$ cat config.mk
export PLATFORM = sky130hd
export DESIGN_NAME = i2cMaster
export DESIGN_NICKNAME = d
export VERILOG_FILES = /design/src/common/i2cPkg.sv /design/src/i2cBitFsm/i2cBitFsm.sv /design/src/hdl/i2cRegFile.sv /design/src/hdl/i2cTimeout.sv /design/src/hdl/i2cMaster.sv
export SDC_FILE = /design/constraint.sdc
export NUM_CORES = 1
export LEC_CHECK = 0
export ABC_CLOCK_PERIOD_IN_PS = 6340
export BUFFER_PORTS_ARGS = -buffer_cell sky130_fd_sc_hd__buf_2
export CAP_MARGIN = 20
export CELL_PAD_IN_SITES_DETAIL_PLACEMENT = 0
export CELL_PAD_IN_SITES_GLOBAL_PLACEMENT = 1
export CORE_MARGIN = 10
export CORE_UTILIZATION = 45
export DETAILED_ROUTE_END_ITERATION = 10
export PLACE_DENSITY = 0.79
export SLEW_MARGIN = 20
export SYNTH_ARGS = -nofsm -noshare
export SYNTH_HDL_FRONTEND = slang
export SYNTH_SLANG_ARGS = --single-unit
export TNS_END_PERCENT = 50
$ cat constraint.sdc
create_clock -name AClkH -period 6.34 [get_ports AClkH]
set_clock_uncertainty 0.15 [all_clocks]
set_input_delay 0.317 -clock AClkH [delete_from_list [all_inputs] [get_ports AClkH]]
set_output_delay 0.317 -clock AClkH [all_outputs]
set_load 0.05 [all_outputs]
$ cat src/common/i2cPkg.sv
package i2cPkg;

  // ******************************
  // Widths
  // ******************************
  localparam int ByteWidth  = 8;
  localparam int WordWidth  = 16;
  localparam int AddrWidth  = 3;
  localparam int FrameWidth = 9;
  localparam int BitIdxWidth = 4;

  // Register and data values
  typedef logic [ByteWidth-1:0]   byteT;
  typedef logic [WordWidth-1:0]   wordT;
  typedef logic [AddrWidth-1:0]   regAddrT;
  typedef logic [1:0]             accessT;

  // Ack in bit 8, data byte in bits 7:0
  typedef logic [FrameWidth-1:0]  frameT;
  typedef logic [BitIdxWidth-1:0] bitIdxT;

  // Index of the acknowledge bit in a frame
  localparam bitIdxT LastBitIdx = 4'd8;

  // ******************************
  // Bus access sizes
  // ******************************
  localparam accessT AccNone = 2'b00;
  localparam accessT AccByte = 2'b01;
  localparam accessT AccWord = 2'b11;

  // ******************************
  // Register map
  // ******************************
  // Ctrl  W: WrRd[7] Stop[1] Start[0]  R: Busy[7] TOutNZ[6]
  localparam regAddrT AddrCtrl = 3'd0;
  localparam regAddrT AddrBaud = 3'd1;
  // Word access, ack in bit 8
  localparam regAddrT AddrData = 3'd2;
  localparam regAddrT AddrGpio = 3'd3;
  localparam regAddrT AddrPres = 3'd4;
  // Word read restarts the timeout
  localparam regAddrT AddrTOut = 3'd5;

  // ******************************
  // Sequencer states
  // ******************************
  typedef enum logic [3:0]
  {
    Idle,
    StartA,
    StartB,
    StartC,
    StartD,
    DataA,
    DataB,
    DataC,
    DataD,
    DataE,
    StopA,
    StopB,
    StopC
  } i2cStateT;

endpackage

$ cat src/i2cBitFsm/i2cBitFsm.sv
`timescale 1ns/1ns

module i2cBitFsm
(
  input  logic          AClkH,
  input  logic          AResetB,
  input  logic          sendStart,
  input  logic          sendStop,
  input  logic          sendData,
  input  i2cPkg::frameT dataSend,
  input  i2cPkg::byteT  baud,
  input  logic          wrRd,
  output logic          busy,
  output i2cPkg::frameT dataRecv,
  input  logic          SdaI,
  output logic          SdaO,
  output logic          Scl
);

  i2cPkg::i2cStateT state;
  i2cPkg::i2cStateT stateNxt;
  i2cPkg::byteT     baudDiv;
  i2cPkg::byteT     baudDivNxt;
  i2cPkg::bitIdxT   bitIdx;
  i2cPkg::bitIdxT   bitIdxNxt;
  i2cPkg::frameT    shiftO;
  i2cPkg::frameT    shiftONxt;
  i2cPkg::frameT    shiftI;
  i2cPkg::frameT    shiftINxt;

  logic sdaMeta;
  logic sdaSync;
  logic sdaReg;
  logic sdaNxt;
  logic sclReg;
  logic sclNxt;
  logic baudEnd;
  logic lastBit;
  logic lastBitNxt;
  logic enter;
  logic txBit;

  assign baudEnd = (baudDiv == '0);
  assign lastBit = (bitIdx == i2cPkg::LastBitIdx);

  // ******************************
  // Next state
  // ******************************
  always_comb
  begin
    stateNxt = state;
    case (state)
      i2cPkg::Idle:
      begin
        // Only one request is taken, start first
        if (sendStart)
          stateNxt = i2cPkg::StartA;
        else if (sendData)
          stateNxt = i2cPkg::DataA;
        else if (sendStop)
          stateNxt = i2cPkg::StopA;
      end
      i2cPkg::StartA: if (baudEnd) stateNxt = i2cPkg::StartB;
      i2cPkg::StartB: if (baudEnd) stateNxt = i2cPkg::StartC;
      i2cPkg::StartC: if (baudEnd) stateNxt = i2cPkg::StartD;
      i2cPkg::StartD: if (baudEnd) stateNxt = i2cPkg::Idle;
      // Single cycle, divider not loaded
      i2cPkg::DataA:  stateNxt = i2cPkg::DataB;
      i2cPkg::DataB:  if (baudEnd) stateNxt = i2cPkg::DataC;
      i2cPkg::DataC:  if (baudEnd) stateNxt = i2cPkg::DataD;
      i2cPkg::DataD:  if (baudEnd) stateNxt = i2cPkg::DataE;
      i2cPkg::DataE:
      begin
        if (baudEnd)
          stateNxt = lastBit ? i2cPkg::Idle : i2cPkg::DataB;
      end
      i2cPkg::StopA:  if (baudEnd) stateNxt = i2cPkg::StopB;
      i2cPkg::StopB:  if (baudEnd) stateNxt = i2cPkg::StopC;
      i2cPkg::StopC:  if (baudEnd) stateNxt = i2cPkg::Idle;
      default:        stateNxt = i2cPkg::Idle;
    endcase
  end

  // Divider reload on entry to any timed phase
  assign enter = (stateNxt != state) && (stateNxt != i2cPkg::Idle)
                 && (stateNxt != i2cPkg::DataA);

  // ******************************
  // Datapath
  // ******************************
  always_comb
  begin
    baudDivNxt = enter ? baud : baudDiv - {7'h00, !baudEnd};

    bitIdxNxt = bitIdx;
    if (state == i2cPkg::DataA)
      bitIdxNxt = '0;
    else if ((state == i2cPkg::DataE) && baudEnd && !lastBit)
      bitIdxNxt = bitIdx + 4'd1;

    // MSB first, ack last
    shiftONxt = shiftO;
    if ((state == i2cPkg::Idle) && !sendStart && sendData)
      shiftONxt = {dataSend[7:0], dataSend[8]};
    else if ((state == i2cPkg::DataE) && baudEnd)
      shiftONxt = {shiftO[7:0], 1'b1};

    // Sample at the end of SCL high
    shiftINxt = shiftI;
    if ((state == i2cPkg::DataD) && baudEnd)
      shiftINxt = {shiftI[7:0], sdaSync};
  end

  // Write drives data and releases ack, read the reverse
  assign lastBitNxt = (bitIdxNxt == i2cPkg::LastBitIdx);
  assign txBit = wrRd ? (lastBitNxt ? 1'b1 : shiftONxt[8])
                      : (lastBitNxt ? shiftONxt[8] : 1'b1);

  // ******************************
  // Line levels per state
  // ******************************
  always_comb
  begin
    sclNxt = sclReg;
    sdaNxt = sdaReg;
    case (stateNxt)
      // Release SDA first in case of repeated start
      i2cPkg::StartA: sdaNxt = 1'b1;
      i2cPkg::StartB: {sclNxt, sdaNxt} = 2'b11;
      i2cPkg::StartC: {sclNxt, sdaNxt} = 2'b10;
      i2cPkg::StartD: {sclNxt, sdaNxt} = 2'b00;
      i2cPkg::DataA:  sclNxt = 1'b0;
      // SDA only changes while SCL is low
      i2cPkg::DataB:  {sclNxt, sdaNxt} = {1'b0, txBit};
      i2cPkg::DataC:  sclNxt = 1'b1;
      i2cPkg::DataD:  sclNxt = 1'b1;
      i2cPkg::DataE:  sclNxt = 1'b0;
      i2cPkg::StopA:  {sclNxt, sdaNxt} = 2'b00;
      i2cPkg::StopB:  {sclNxt, sdaNxt} = 2'b10;
      i2cPkg::StopC:  {sclNxt, sdaNxt} = 2'b11;
      default:        ;
    endcase
  end

  // ******************************
  // Registers
  // ******************************
  always_ff @(posedge AClkH or negedge AResetB)
  begin
    if (!AResetB)
    begin
      state   <= i2cPkg::Idle;
      baudDiv <= '0;
      bitIdx  <= '0;
      shiftI  <= '0;
      sdaMeta <= 1'b1;
      sdaSync <= 1'b1;
      sdaReg  <= 1'b1;
      sclReg  <= 1'b1;
    end
    else
    begin
      state   <= stateNxt;
      baudDiv <= baudDivNxt;
      bitIdx  <= bitIdxNxt;
      shiftI  <= shiftINxt;
      sdaMeta <= SdaI;
      sdaSync <= sdaMeta;
      sdaReg  <= sdaNxt;
      sclReg  <= sclNxt;
    end
  end

  always_ff @(posedge AClkH)
  begin
    shiftO <= shiftONxt;
  end

  assign busy     = (state != i2cPkg::Idle);
  assign dataRecv = {shiftI[0], shiftI[8:1]};
  assign SdaO     = sdaReg;
  assign Scl      = sclReg;

endmodule

$ cat src/hdl/i2cRegFile.sv
`timescale 1ns/1ns

module i2cRegFile #(parameter int GpioWidth = 4)
(
  input  logic                 AClkH,
  input  logic                 AResetB,
  input  i2cPkg::regAddrT      Addr,
  input  i2cPkg::wordT         Mosi,
  input  i2cPkg::accessT       WrEn,
  input  i2cPkg::accessT       RdEn,
  output i2cPkg::wordT         Miso,
  input  logic [GpioWidth-1:0] GpioI,
  output logic                 sendStart,
  output logic                 sendStop,
  output logic                 sendData,
  output i2cPkg::frameT        dataSend,
  output i2cPkg::byteT         baud,
  output logic                 wrRd,
  input  logic                 busy,
  input  i2cPkg::frameT        dataRecv,
  output logic                 presWr,
  output logic                 toutWr,
  output logic                 toutRestart,
  output i2cPkg::wordT         cfgData,
  input  logic                 timerNZ
);

  logic wrByte;
  logic wrWord;
  logic rdByte;
  logic rdWord;
  logic ctrlWr;

  i2cPkg::byteT         baudReg;
  logic                 wrRdReg;
  logic [GpioWidth-1:0] gpioMeta;
  logic [GpioWidth-1:0] gpioSync;

  // ******************************
  // Access decode
  // ******************************
  assign wrByte = (WrEn == i2cPkg::AccByte);
  assign wrWord = (WrEn == i2cPkg::AccWord);
  assign rdByte = (RdEn == i2cPkg::AccByte);
  assign rdWord = (RdEn == i2cPkg::AccWord);
  assign ctrlWr = wrByte && (Addr == i2cPkg::AddrCtrl);

  // Request pulses to the sequencer
  assign sendStart = ctrlWr && Mosi[0];
  assign sendStop  = ctrlWr && Mosi[1];
  assign sendData  = wrWord && (Addr == i2cPkg::AddrData);
  assign dataSend  = Mosi[8:0];

  // Timeout configuration
  assign presWr      = wrWord && (Addr == i2cPkg::AddrPres);
  assign toutWr      = wrWord && (Addr == i2cPkg::AddrTOut);
  assign toutRestart = rdWord && (Addr == i2cPkg::AddrTOut);
  assign cfgData     = Mosi;

  // ******************************
  // Registers
  // ******************************
  always_ff @(posedge AClkH or negedge AResetB)
  begin
    if (!AResetB)
    begin
      baudReg  <= '0;
      wrRdReg  <= 1'b0;
      gpioMeta <= '0;
      gpioSync <= '0;
    end
    else
    begin
      if (ctrlWr)
        wrRdReg <= Mosi[7];
      if (wrByte && (Addr == i2cPkg::AddrBaud))
        baudReg <= Mosi[7:0];
      // Two stage input synchronizer
      gpioMeta <= GpioI;
      gpioSync <= gpioMeta;
    end
  end

  assign baud = baudReg;
  assign wrRd = wrRdReg;

  // ******************************
  // Read mux
  // ******************************
  always_comb
  begin
    Miso = '0;
    if (rdByte)
    begin
      case (Addr)
        i2cPkg::AddrCtrl: Miso = {8'h00, busy, timerNZ, 6'h00};
        i2cPkg::AddrBaud: Miso = {8'h00, baudReg};
        i2cPkg::AddrGpio: Miso = i2cPkg::wordT'(gpioSync);
        default:          Miso = '0;
      endcase
    end
    else if (rdWord && (Addr == i2cPkg::AddrData))
    begin
      // Ack in bit 8
      Miso = {7'h00, dataRecv};
    end
  end

endmodule

$ cat src/hdl/i2cTimeout.sv
`timescale 1ns/1ns

module i2cTimeout #(parameter int TimerWidth = 16)
(
  input  logic         AClkH,
  input  logic         AResetB,
  input  logic         presWr,
  input  logic         toutWr,
  input  logic         toutRestart,
  input  i2cPkg::wordT cfgData,
  output logic         timerNZ
);

  logic [TimerWidth-1:0] presCfg;
  logic [TimerWidth-1:0] toutCfg;
  logic [TimerWidth-1:0] pres;
  logic [TimerWidth-1:0] tout;
  logic                  presNZ;
  logic                  toutNZ;

  assign presNZ = (pres != '0);
  assign toutNZ = (tout != '0);

  // ******************************
  // Prescaled down-counter
  // ******************************
  always_ff @(posedge AClkH or negedge AResetB)
  begin
    if (!AResetB)
    begin
      presCfg <= '0;
      toutCfg <= '0;
      pres    <= '0;
      tout    <= '0;
    end
    else
    begin
      if (presWr)
        presCfg <= cfgData[TimerWidth-1:0];
      if (toutWr)
        toutCfg <= cfgData[TimerWidth-1:0];

      if (toutRestart)
      begin
        // Zero count keeps the prescaler idle too
        tout <= toutCfg;
        pres <= (toutCfg != '0) ? presCfg : '0;
      end
      else if (presNZ)
        pres <= pres - 1'b1;
      else if (toutNZ)
      begin
        tout <= tout - 1'b1;
        // No reload on the final tick
        pres <= (tout != TimerWidth'(1)) ? presCfg : '0;
      end
    end
  end

  assign timerNZ = presNZ || toutNZ;

endmodule

$ cat src/hdl/i2cMaster.sv
`timescale 1ns/1ns

module i2cMaster #(
  parameter int GpioWidth  = 4,
  parameter int TimerWidth = 16
)
(
  input  logic                 AClkH,
  input  logic                 AResetB,
  input  i2cPkg::regAddrT      Addr,
  input  i2cPkg::wordT         Mosi,
  input  i2cPkg::accessT       WrEn,
  input  i2cPkg::accessT       RdEn,
  output i2cPkg::wordT         Miso,
  input  logic                 SdaI,
  output logic                 SdaO,
  output logic                 Scl,
  input  logic [GpioWidth-1:0] GpioI
);

  // Register file to sequencer
  logic          sendStart;
  logic          sendStop;
  logic          sendData;
  i2cPkg::frameT dataSend;
  i2cPkg::byteT  baud;
  logic          wrRd;
  logic          busy;
  i2cPkg::frameT dataRecv;

  // Register file to timeout
  logic          presWr;
  logic          toutWr;
  logic          toutRestart;
  i2cPkg::wordT  cfgData;
  logic          timerNZ;

  i2cRegFile #(.GpioWidth(GpioWidth)) i_i2cRegFile
  (
    .AClkH       (AClkH),
    .AResetB     (AResetB),
    .Addr        (Addr),
    .Mosi        (Mosi),
    .WrEn        (WrEn),
    .RdEn        (RdEn),
    .Miso        (Miso),
    .GpioI       (GpioI),
    .sendStart   (sendStart),
    .sendStop    (sendStop),
    .sendData    (sendData),
    .dataSend    (dataSend),
    .baud        (baud),
    .wrRd        (wrRd),
    .busy        (busy),
    .dataRecv    (dataRecv),
    .presWr      (presWr),
    .toutWr      (toutWr),
    .toutRestart (toutRestart),
    .cfgData     (cfgData),
    .timerNZ     (timerNZ)
  );

  i2cBitFsm i_i2cBitFsm
  (
    .AClkH     (AClkH),
    .AResetB   (AResetB),
    .sendStart (sendStart),
    .sendStop  (sendStop),
    .sendData  (sendData),
    .dataSend  (dataSend),
    .baud      (baud),
    .wrRd      (wrRd),
    .busy      (busy),
    .dataRecv  (dataRecv),
    .SdaI      (SdaI),
    .SdaO      (SdaO),
    .Scl       (Scl)
  );

  i2cTimeout #(.TimerWidth(TimerWidth)) i_i2cTimeout
  (
    .AClkH       (AClkH),
    .AResetB     (AResetB),
    .presWr      (presWr),
    .toutWr      (toutWr),
    .toutRestart (toutRestart),
    .cfgData     (cfgData),
    .timerNZ     (timerNZ)
  );

endmodule

Word-level counts from Yosys, hierarchy flattened
Cells that the tools add are included.
{"block": "op_classes", "add_sub_neg": 4, "n_eq_ne": 39, "muxes": 36, "reduce_logical": 39}
{"op": "two-way mux 16 bit", "count": 9}
{"op": "two-way mux 4 bit", "count": 15}
{"op": "== test 4 bit, second input constant", "count": 12}
{"op": "one-hot mux 4 bit (12 select lines)", "count": 1}
{"op": "nonzero test 16 bit", "count": 3}
{"op": "== test 4 x 3 -> 1 bit, second input constant", "count": 8}
{"op": "subtractor 16 x 1 -> 16 bit, second input constant", "count": 2}
{"op": "two-way mux 9 bit", "count": 3}
{"op": "one-hot mux 8 bit (3 select lines)", "count": 1}
{"op": "== test 4 x 2 -> 1 bit, second input constant", "count": 4}
{"op": "logical AND 1 bit", "count": 16}
{"op": "inequality test 16 x 1 -> 1 bit, second input constant", "count": 1}
{"op": "== test 4 x 1 -> 1 bit, second input constant", "count": 2}
{"op": "zero test 8 bit", "count": 1}
{"op": "two-way mux 8 bit", "count": 1}
{"op": "nonzero test 4 bit", "count": 2}
{"op": "subtractor 8 x 1 -> 8 bit", "count": 1}
{"op": "== test 3 x 2 -> 1 bit, second input constant", "count": 2}
{"op": "== test 3 bit, second input constant", "count": 2}
{"op": "nonzero test 2 bit", "count": 3}
{"op": "nonzero test 3 bit", "count": 2}
{"op": "OR reduction 6 bit", "count": 1}
{"op": "OR reduction 5 bit", "count": 1}
{"op": "adder 4 x 1 -> 4 bit, second input constant", "count": 1}
{"op": "18 further kinds", "count": 24}
{"block": "word_totals", "reg_bits": 119, "word_cells": 136}

Depth between registers and ports, before layout
Gate-level depths: netlist of the first run.
{"block": "logic_depth", "depth_word": 11, "mapped_depth": 10, "mapped_depth_nobuf": 10}

Modules after synthesis
From an unflattened synthesis of the first run, not the netlist that was laid out.
{"block": "unflattened", "hier_cells": 571, "hier_area_um2": 6378.6}
{"mod": "i2cTimeout", "n_inst": 1, "cells_each": 282, "area_each_um2": 3170.5}
{"mod": "i2cBitFsm", "n_inst": 1, "cells_each": 193, "area_each_um2": 2107.0}
{"mod": "i2cRegFile", "n_inst": 1, "cells_each": 96, "area_each_um2": 1101.1}

Least setup slack after synthesis of the first run
No wires, ideal clock.
{"block": "synth_timing", "path_kind": "reg-to-reg", "startpoint": "reg i_i2cTimeout.pres[10]", "endpoint": "reg i_i2cTimeout.tout[6]", "setup_ps": 125, "t_arrival_ps": 2435, "required_ps": 6065, "setup_slack_ps": 3631, "path_stages_with_launch": 9, "path_buffers": 1, "path_cell_list": "dfrtp_1 > or4_4 > nor4_2 > and3_1 > clkbuf_1 > o21ai_2 > or4_1 > xnor2_1 > mux2_2"}
{"block": "synth_via", "elab_chain_cells": 3}
{"item": "start, declared", "line_no": "i2cTimeout.sv:16", "rtl": "logic [TimerWidth-1:0] pres;"}
{"item": "start signal, assigned", "line_no": "i2cTimeout.sv:47", "rtl": "pres <= (toutCfg != '0) ? presCfg : '0;"}
{"item": "start signal, assigned", "line_no": "i2cTimeout.sv:50", "rtl": "pres <= pres - 1'b1;"}
{"item": "start signal, assigned", "line_no": "i2cTimeout.sv:55", "rtl": "pres <= (tout != TimerWidth'(1)) ? presCfg : '0;"}
{"item": "nonzero test 16 bit", "line_no": "i2cTimeout.sv:21", "rtl": "assign presNZ = (pres != '0);"}
{"item": "inequality test 2 bit (no line)"}
{"item": "AND reduction 2 bit (no line)"}
{"item": "end signal, assigned", "line_no": "i2cTimeout.sv:46", "rtl": "tout <= toutCfg;"}
{"item": "end signal, assigned", "line_no": "i2cTimeout.sv:53", "rtl": "tout <= tout - 1'b1;"}
{"item": "end, declared", "line_no": "i2cTimeout.sv:17", "rtl": "logic [TimerWidth-1:0] tout;"}
Every way passes these cells.
A chain may end at the register's enable or synchronous reset.

Worst setup path after layout of the first run
{"block": "layout_timing", "startpoint": "reg i_i2cTimeout.pres[10]", "endpoint": "out Miso[6]"}
{"block": "layout_via", "elab_chain_cells": 4}
{"item": "nonzero test 16 bit", "line_no": "i2cTimeout.sv:21"}
{"item": "logical OR 1 bit", "line_no": "i2cTimeout.sv:60", "rtl": "assign timerNZ = presNZ || toutNZ;"}
{"item": "one-hot mux 8 bit (3 select lines)", "line_no": "i2cRegFile.sv:95", "rtl": "case (Addr)"}
{"item": "two-way mux 16 bit", "line_no": "i2cRegFile.sv:93", "rtl": "if (rdByte)"}
{"item": "end, declared", "line_no": "i2cMaster.sv:14", "rtl": "output i2cPkg::wordT Miso,"}
Every way passes these cells.

==> summary.txt, run 1 <==
Synthesis
  – Ys async rst share: 92.4%
  – Synthesized area: 0.00609 mm²
  – Top cells by area, synth: dfrtp_1 (44%), mux2_2 (8.7%), edfxtp_1 (3.9%)
  – Post-synth top area share: 43.6%
  – Mux cell area share after synthesis: 11.2%
  – Sequential fraction of the synthesis area: 49.6%
  – Post-synthesis cell type count: 75
  – Largest area contributor in the netlist: dfrtp_1
  – Main combinational cell family by area after synthesis: simple AND/OR/NAND/NOR gates
  – Post-Syn Area per Cell: 10.8 µm²
  – Post-synth EDFFs: 8
  – Post-synthesis instance total: 563
  – XOR/XNOR share of the synthesized area: 5.61%
  – YS warnings: 0
  – Synthesized flop and latch total: 119
  – Area fraction in compound gates after synthesis: 11.7%
  – Synth Area in Adders: 1.64%
  – Synth Flop Type: dfrtp_1
  – Simple-gate portion of the synthesized area: 16.6%

STA
  – Worst Max-Slew Pin Slew: 900 ps
  – Unrepaired setup endpoints after global routing: no
  – Final min period: 3460 ps
  – Max Clock Freq: 289 MHz
  – Final hold vios: 0
  – Worst slew margin: 39.8%
  – PnR worst setup slack: 2880 ps
  – Tcrit/Tclk final: 54.5%
  – Setup-failing EPs final: 0
  – Setup_tns: 0 ps
  – Worst hold margin: 18.6 ps
  – Max Slew Vio Count: 0

Layout
  – Post-route insts no fill: 803
  – Leading cell type in the layout, fill and taps excluded: dfrtp_1
  – Finished Cell Area: 0.00707 mm²
  – Finished Core Util: 53.4%
  – Final net count: 652
  – Synthesis-to-layout area growth: 16.1%
  – Fill cells: 1198
  – Most frequent cells in the layout: dfrtp_1 (106), nand2_1 (50), mux2_2 (47), nor2_1 (42), buf_2 (39)
  – Diode count: 0
  – Layout cells sized above 1: 25.2%

Clock network
  – Clock Tree Buf Depth: 2
  – Clk_lat worst skew: 410 ps
  – Clock sinks: 119
  – CTS H-Tree Depth: 4
  – CTS Root Cell: clkbuf_16
  – CTS tree: yes
  – Cts bufs inserted: 17
  – Clock-pin slew on the worst setup and hold paths: 60 ps

Route
  – Vias: 4418
  – Drc violations: 0
  – Routed WL per cell: 17.6 µm
  – Drt total wl: 14.2 mm
  – ANT nets after route: 0
  – Initial drt markers: 256
  – Routed vias/inst: 5.50
  – Drt first pass iters: 4

Placed design
  – Pre-CTS WS: 3330 ps
  – Final HPWL DP: 10.3 mm
  – Area after DPL: 0.00641 mm²
  – RePlAce Congestion: 0.880
  – PortBufs: 40
  – Placed Cells: 764

Worst setup path
  – Critical Path AT: 2990 ps
  – Worst-path maximum fanout: 9
  – Worst EP required: 5870 ps
  – CP Launch Type: flop
  – WS Path Type: reg -> out
  – Crit end category: output port

Floorplanning
  – Horiz. Die Dim: 136 µm
  – Site Rows: 42
  – DIE AREA: 0.0186 mm²
  – Effective utilization at floorplan: 46.0%
  – Core Box Area: 0.0132 mm²
  – Die Ht: 136 µm
  – I/O pins: 48

Power
  – Pwr dens: 391 mW/mm²
  – Lkg Pwr: 3.04 nW
  – Total Power: 2.76 mW
  – Worst VDD drop: 0.267 mV

Global route
  – Vias in the first global route: 4498
  – Total gr overflow: 0
  – Initial antenna violation count: 0
  – GRT Util Overall: 15.9%
  – First-pass GRT wire length: 23.3 mm
  – Largest net degree at the start of global routing: 82

Flow run
  – Max Cap Viol: 0

Min path
  – Worst Hold Class: in -> reg

Outcome
  – Status: finished, final reports clean
[worst max-delay path, stage by stage (launching register included)]
cell and delay, ps:
dfrtp_1 400, or4_4 570, nor4_2 230, nand3_1 330
nor3_1 420, o21ai_0 200, a22o_1 230, buf_2 210
[per-layer routing]
| layer | share of wire [%] | global-route usage, % | up-vias |
|---|---|---|---|
| met5 | 0 | 0 | - |
| met3 | 4.3 | 4.10 | 9 |
| met2 | 50 | 26.1 | 125 |
| li1 | - | - | 2129 |
| met4 | 0.54 | 4.26 | 0 |
| met1 | 45 | 20.5 | 2155 |
[cell type report]
type                    instances  area [µm²]  share of cell area (%)
repair buffers                 50         299                    4.23
multi-input cells             407        2870                    40.6
inverters                      19        76.3                    1.08
clock inverters                14         136                    1.93
flip-flops and latches        119        3020                    42.7
well taps                     176         220                    3.12
clock buffers                  18         450                    6.37
[final timing paths]
kind                                                          from                              endpoint  slack [ps]  depth (start not counted)
worst max-delay path             i_i2cTimeout.pres[10]$_DFFE_PN0P_                               Miso[6]        2880                          7
worst min-delay path                                       Mosi[9]   i_i2cTimeout.presCfg[9]$_DFFE_PN0P_          20                          2
worst max register to register      i_i2cBitFsm.state[0]$_DFF_PN0_          i_i2cBitFsm.SdaO$_DFFE_PN1P_        3320                          7
worst min register to register  i_i2cRegFile.gpioMeta[3]$_DFF_PN0_    i_i2cRegFile.gpioSync[3]$_DFF_PN0_         200                          0
max in group asynchronous                                  AResetB  i_i2cTimeout.presCfg[10]$_DFFE_PN0P_        4760                          3
min in group asynchronous                                  AResetB     i_i2cBitFsm.shiftI[2]$_DFFE_PN0P_         220                          2
[kinds of logic (layout without fill, tap and decap cells)]
family,after synthesis,count (layout)
and+or+nand+nor,192,192
DFF,119,119
AOI/OAI and AO/OA,102,102
muxes,59,59
buffers and inverters,43,101
xor gates and xnor gates,39,39
adders and majority gates,8,8
other,1,7
[state kept, by name (all words and copies together), names as in the netlist, 4 cells and up]
name / count
i_i2cTimeout.toutCfg: 16
i_i2cRegFile.gpioSync: 4
i_i2cTimeout.tout: 16
i_i2cTimeout.presCfg: 16
i_i2cBitFsm.state: 4
i_i2cBitFsm.shiftO: 9
i_i2cTimeout.pres: 16
i_i2cBitFsm.bitIdx: 4
i_i2cRegFile.baud: 8
i_i2cBitFsm.shiftI: 9
i_i2cRegFile.gpioMeta: 4
i_i2cBitFsm.baudDiv: 8
[cell usage after synthesis (4+ instances only)]
master    instances
a21oi_1          16
a22o_1            9
a22oi_1           7
and2_1            5
and3_1            5
buf_4             7
clkbuf_1         12
dfrtp_1         106
dfstp_2           4
edfxtp_1          8
ha_1              8
inv_1            17
mux2_2           47
mux2_4            6
mux2i_1           6
nand2_1          50
nand3_1          10
nand4_1           6
nor2_1           42
nor2b_1           4
nor3_1           16
nor4_1           17
nor4_2            4
o21ai_0          33
o22ai_1           4
or2_2             4
or3_1             4
or4_1             4
xnor2_1          23
xor2_1           16
[power breakdown]
| part | switching (mW) | internal, mW | total [mW] |
|---|---|---|---|
| registers | 0.188 | 0.963 | 1.15 |
| clock network | 0.375 | 0.571 | 0.946 |
| logic | 0.341 | 0.326 | 0.667 |
| total | 0.904 | 1.86 | 2.76 |
[repair_timing]
action,CTS,global route
gates resized for setup,0,0
hold buffers,7,0
setup buffers,0,0
hold endpoints to repair,36,0
No activity file was read; power rests on OpenSTA's default activity.
==> inputs of run 2 (changes only) <==
--- a/config.mk
+++ b/config.mk
@@ -5,7 +5,8 @@
 export SDC_FILE = /design/constraint.sdc
 export NUM_CORES = 1
 export LEC_CHECK = 0
-export ABC_CLOCK_PERIOD_IN_PS = 6340
+export ABC_AREA = 1
+export ABC_CLOCK_PERIOD_IN_PS = 3500
 export BUFFER_PORTS_ARGS = -buffer_cell sky130_fd_sc_hd__buf_2
 export CAP_MARGIN = 20
 export CELL_PAD_IN_SITES_DETAIL_PLACEMENT = 0
@@ -13,7 +14,7 @@
 export CORE_MARGIN = 10
 export CORE_UTILIZATION = 45
 export DETAILED_ROUTE_END_ITERATION = 10
-export PLACE_DENSITY = 0.79
+export PLACE_DENSITY = 0.82
 export SLEW_MARGIN = 20
 export SYNTH_ARGS = -nofsm -noshare
 export SYNTH_HDL_FRONTEND = slang
==> constraint.sdc (replaced) <==
create_clock -name AClkH -period 3.5 [get_ports AClkH]
set_clock_uncertainty 0.15 [all_clocks]
set_input_delay 0.175 -clock AClkH [delete_from_list [all_inputs] [get_ports AClkH]]
set_output_delay 0.175 -clock AClkH [all_outputs]
set_load 0.05 [all_outputs]
==> summary.txt, run 2 <==
Outcome
  – Status: finished, final reports clean

Synthesis
  – Post-synth top cells: nand2_1 (175), dfrtp_1 (106), inv_1 (95), o21ai_0 (66), nor2_1 (60)
  – Synthesized area: 0.00645 mm²
  – Ys async rst share: 92.4%
  – Synthesized flop and latch total: 119
  – Post-synth top area share: 41.1%
  – Post-Syn Area per Cell: 8.14 µm²
  – Most frequent cell after synthesis: nand2_1
  – Top cells by area, synth: dfrtp_1 (41%), nand2_1 (10%), inv_1 (5.5%)
  – Synth Flop Type: dfrtp_1
  – Post-synth EDFFs: 8
  – Largest area contributor in the netlist: dfrtp_1
  – Post-synthesis instance total: 792
  – Post-synthesis cell type count: 53
  – YS warnings: 0
  – Sequential fraction of the synthesis area: 46.8%

Clock network
  – Clock-pin slew on the worst setup and hold paths: 60 ps
  – CTS tree: yes
  – CTS H-Tree Depth: 4
  – PostCTS Resize Cnt: 0
  – Postcts setup bufs: 0
  – CTS Root Cell: clkbuf_16
  – Cts bufs inserted: 17
  – Number of hold buffers added after cts: 23
  – Clk_lat worst skew: 420 ps
  – Clock Tree Buf Depth: 2
  – Clock sinks: 119

Floorplanning
  – Core Box Area: 0.0139 mm²
  – Effective utilization at floorplan: 46.3%
  – Site Rows: 43
  – Die Ht: 140 µm
  – I/O pins: 48
  – Horiz. Die Dim: 140 µm
  – DIE AREA: 0.0195 mm²

Route
  – Routed vias/inst: 5.22
  – ANT nets after route: 0
  – Drc violations: 0
  – Drt first pass iters: 5
  – Vias: 5491
  – Routed WL per cell: 15.4 µm
  – Drt total wl: 16.2 mm
  – Initial drt markers: 326

STA
  – Max Clock Freq: 326 MHz
  – Max Slew Vio Count: 0
  – Final min period: 3060 ps
  – Tcrit/Tclk final: 87.5%
  – Worst slew margin: 34.9%
  – Setup-failing EPs final: 0
  – Setup_tns: 0 ps
  – Final hold vios: 0
  – Worst Max-Slew Pin Slew: 973 ps
  – Unrepaired setup endpoints after global routing: no

Layout
  – Finished Cell Area: 0.00771 mm²
  – Leading cell type in the layout, fill and taps excluded: nand2_1
  – Synthesis-to-layout area growth: 19.6%
  – Most frequent cells in the layout: nand2_1 (175), dfrtp_1 (106), inv_1 (95), o21ai_0 (66), nor2_1 (59)
  – Diode count: 0
  – Layout cells sized above 1: 14.7%
  – Final net count: 896

Placed design
  – Final HPWL DP: 11.8 mm
  – Area after DPL: 0.00679 mm²
  – RePlAce Congestion: 0.879
  – PortBufs: 40

Worst setup path
  – WP buf/inv: 3
  – Worst-path maximum fanout: 13
  – CP Launch Type: flop
  – Worst EP required: 3170 ps
  – Reg-to-reg startpoint: i_i2cTimeout.pres[0]$_DFFE_PN0P_
  – Slowest Stage Delay on Critical Path: 420 ps
  – Crit end category: output port
  – Critical Path Source: i_i2cTimeout.pres[0]$_DFFE_PN0P_
  – Critical Path AT: 2740 ps
  – WS Path Type: reg -> out
  – Critical-path cell list: inv_1 -> ha_1 -> nand3_1 -> nor3_1 -> nand2_1 -> inv_1 -> nand2_1 -> a22oi_1 -> o22ai_1 -> buf_2
  – Crit-path slowest cell: dfrtp_1
  – CP delay by family, top: buffers and inverters

Global route
  – Total gr overflow: 0
  – Initial antenna violation count: 0
  – Largest net degree at the start of global routing: 53
  – Vias in the first global route: 5455
  – GRT Util Overall: 16.7%
  – First-pass GRT wire length: 26.9 mm

Min path
  – Worst Hold Class: in -> reg
  – Hold_sp: WrEn[0]

Power
  – Pwr dens: 801 mW/mm²
  – Lkg Pwr: 3.71 nW
  – Worst VDD drop: 0.407 mV

Flow run
  – Max Cap Viol: 0
-- run 2: cell count changes after synthesis, moves of 9 or more --
cell     delta
a21oi_1    +24
a22o_1      -9
inv_1      +78
mux2_2     -43
nand2_1   +125
nand3_1    +47
nor2_1     +18
nor4_1     -12
o21ai_0    +33
xnor2_1    -19
-- run 2: logic make-up after synthesis --
| group | synth area share (%) |
|---|---|
| AND/OR/NAND/NOR | 26.2 |
| AO/OA/AOI/OAI | 13.4 |
| buffers and inverters | 8.35 |
| flip-flops | 46.8 |
| XOR/XNOR | 2.99 |
| adder cells (fa/ha/maj) | 1.55 |
| multiplexers | 0.699 |
| other | 0.0582 |
-- run 2: worst paths after layout --
check                                                 endpoint  slack [ps]  cells past startpoint
max                                                    Miso[6]         440                     10
min                              i_i2cRegFile.wrRd$_DFFE_PN0N_          30                      4
max reg2reg                  i_i2cTimeout.pres[13]$_DFFE_PN0P_         680                     10
min reg2reg                 i_i2cRegFile.gpioSync[0]$_DFF_PN0_         200                      0
max in group asynchronous        i_i2cBitFsm.sdaMeta$_DFF_PN1_        2090                      3
min in group asynchronous  i_i2cTimeout.toutCfg[7]$_DFFE_PN0P_         180                      2
-- run 2: final cells by class --
class,count,area [µm²]
clock buffer,23,468
clock inverter,9,224
fill,1275,6220
inverter,105,394
multi-input combinational,548,2920
sequential,119,3020
tap,180,225
timing repair buffer,67,463
-- run 2: power breakdown --
| part | internal (mW) | switching, mW |
|---|---|---|
| logic | 0.724 | 1.34 |
| registers | 1.77 | 0.295 |
| clock network | 1.44 | 0.603 |
| total | 3.94 | 2.24 |
-- run 2: routing by layer --
layer / wire length [µm] / vias up / global-route usage, %
met5: 0 / - / 0
met4: 315 / 0 / 6.90
met3: 727 / 24 / 4.19
met2: 7630 / 118 / 26.8
met1: 7520 / 2596 / 21.0
li1: - / 2753 / -
-- run 2: metrics by stage --
stage          hold slack (ps)  setup WS [ps]  utilization (%)  instances  power [mW]
2_1_floorplan             -271           1190                -        798        3.63
3_3_place_gp              93.9            825             48.7        996        4.04
3_5_place_dp               104            770             48.7        996        4.10
4_1_cts                   16.6            401             55.3       1051        6.20
5_1_grt                   59.9            140             55.3       1051        6.58
6_report                  30.1            437             55.3       1051        6.17
-- run 2: worst reg2reg max path, delay by kind of cell (launching register included) --
family | cells | cell delay (ps)
flip-flops | 1 | 420
AND/OR/NAND/NOR | 4 | 1030
buffers and inverters | 3 | 590
adder cells (fa/ha/maj) | 1 | 170
AO/OA/AOI/OAI | 2 | 400
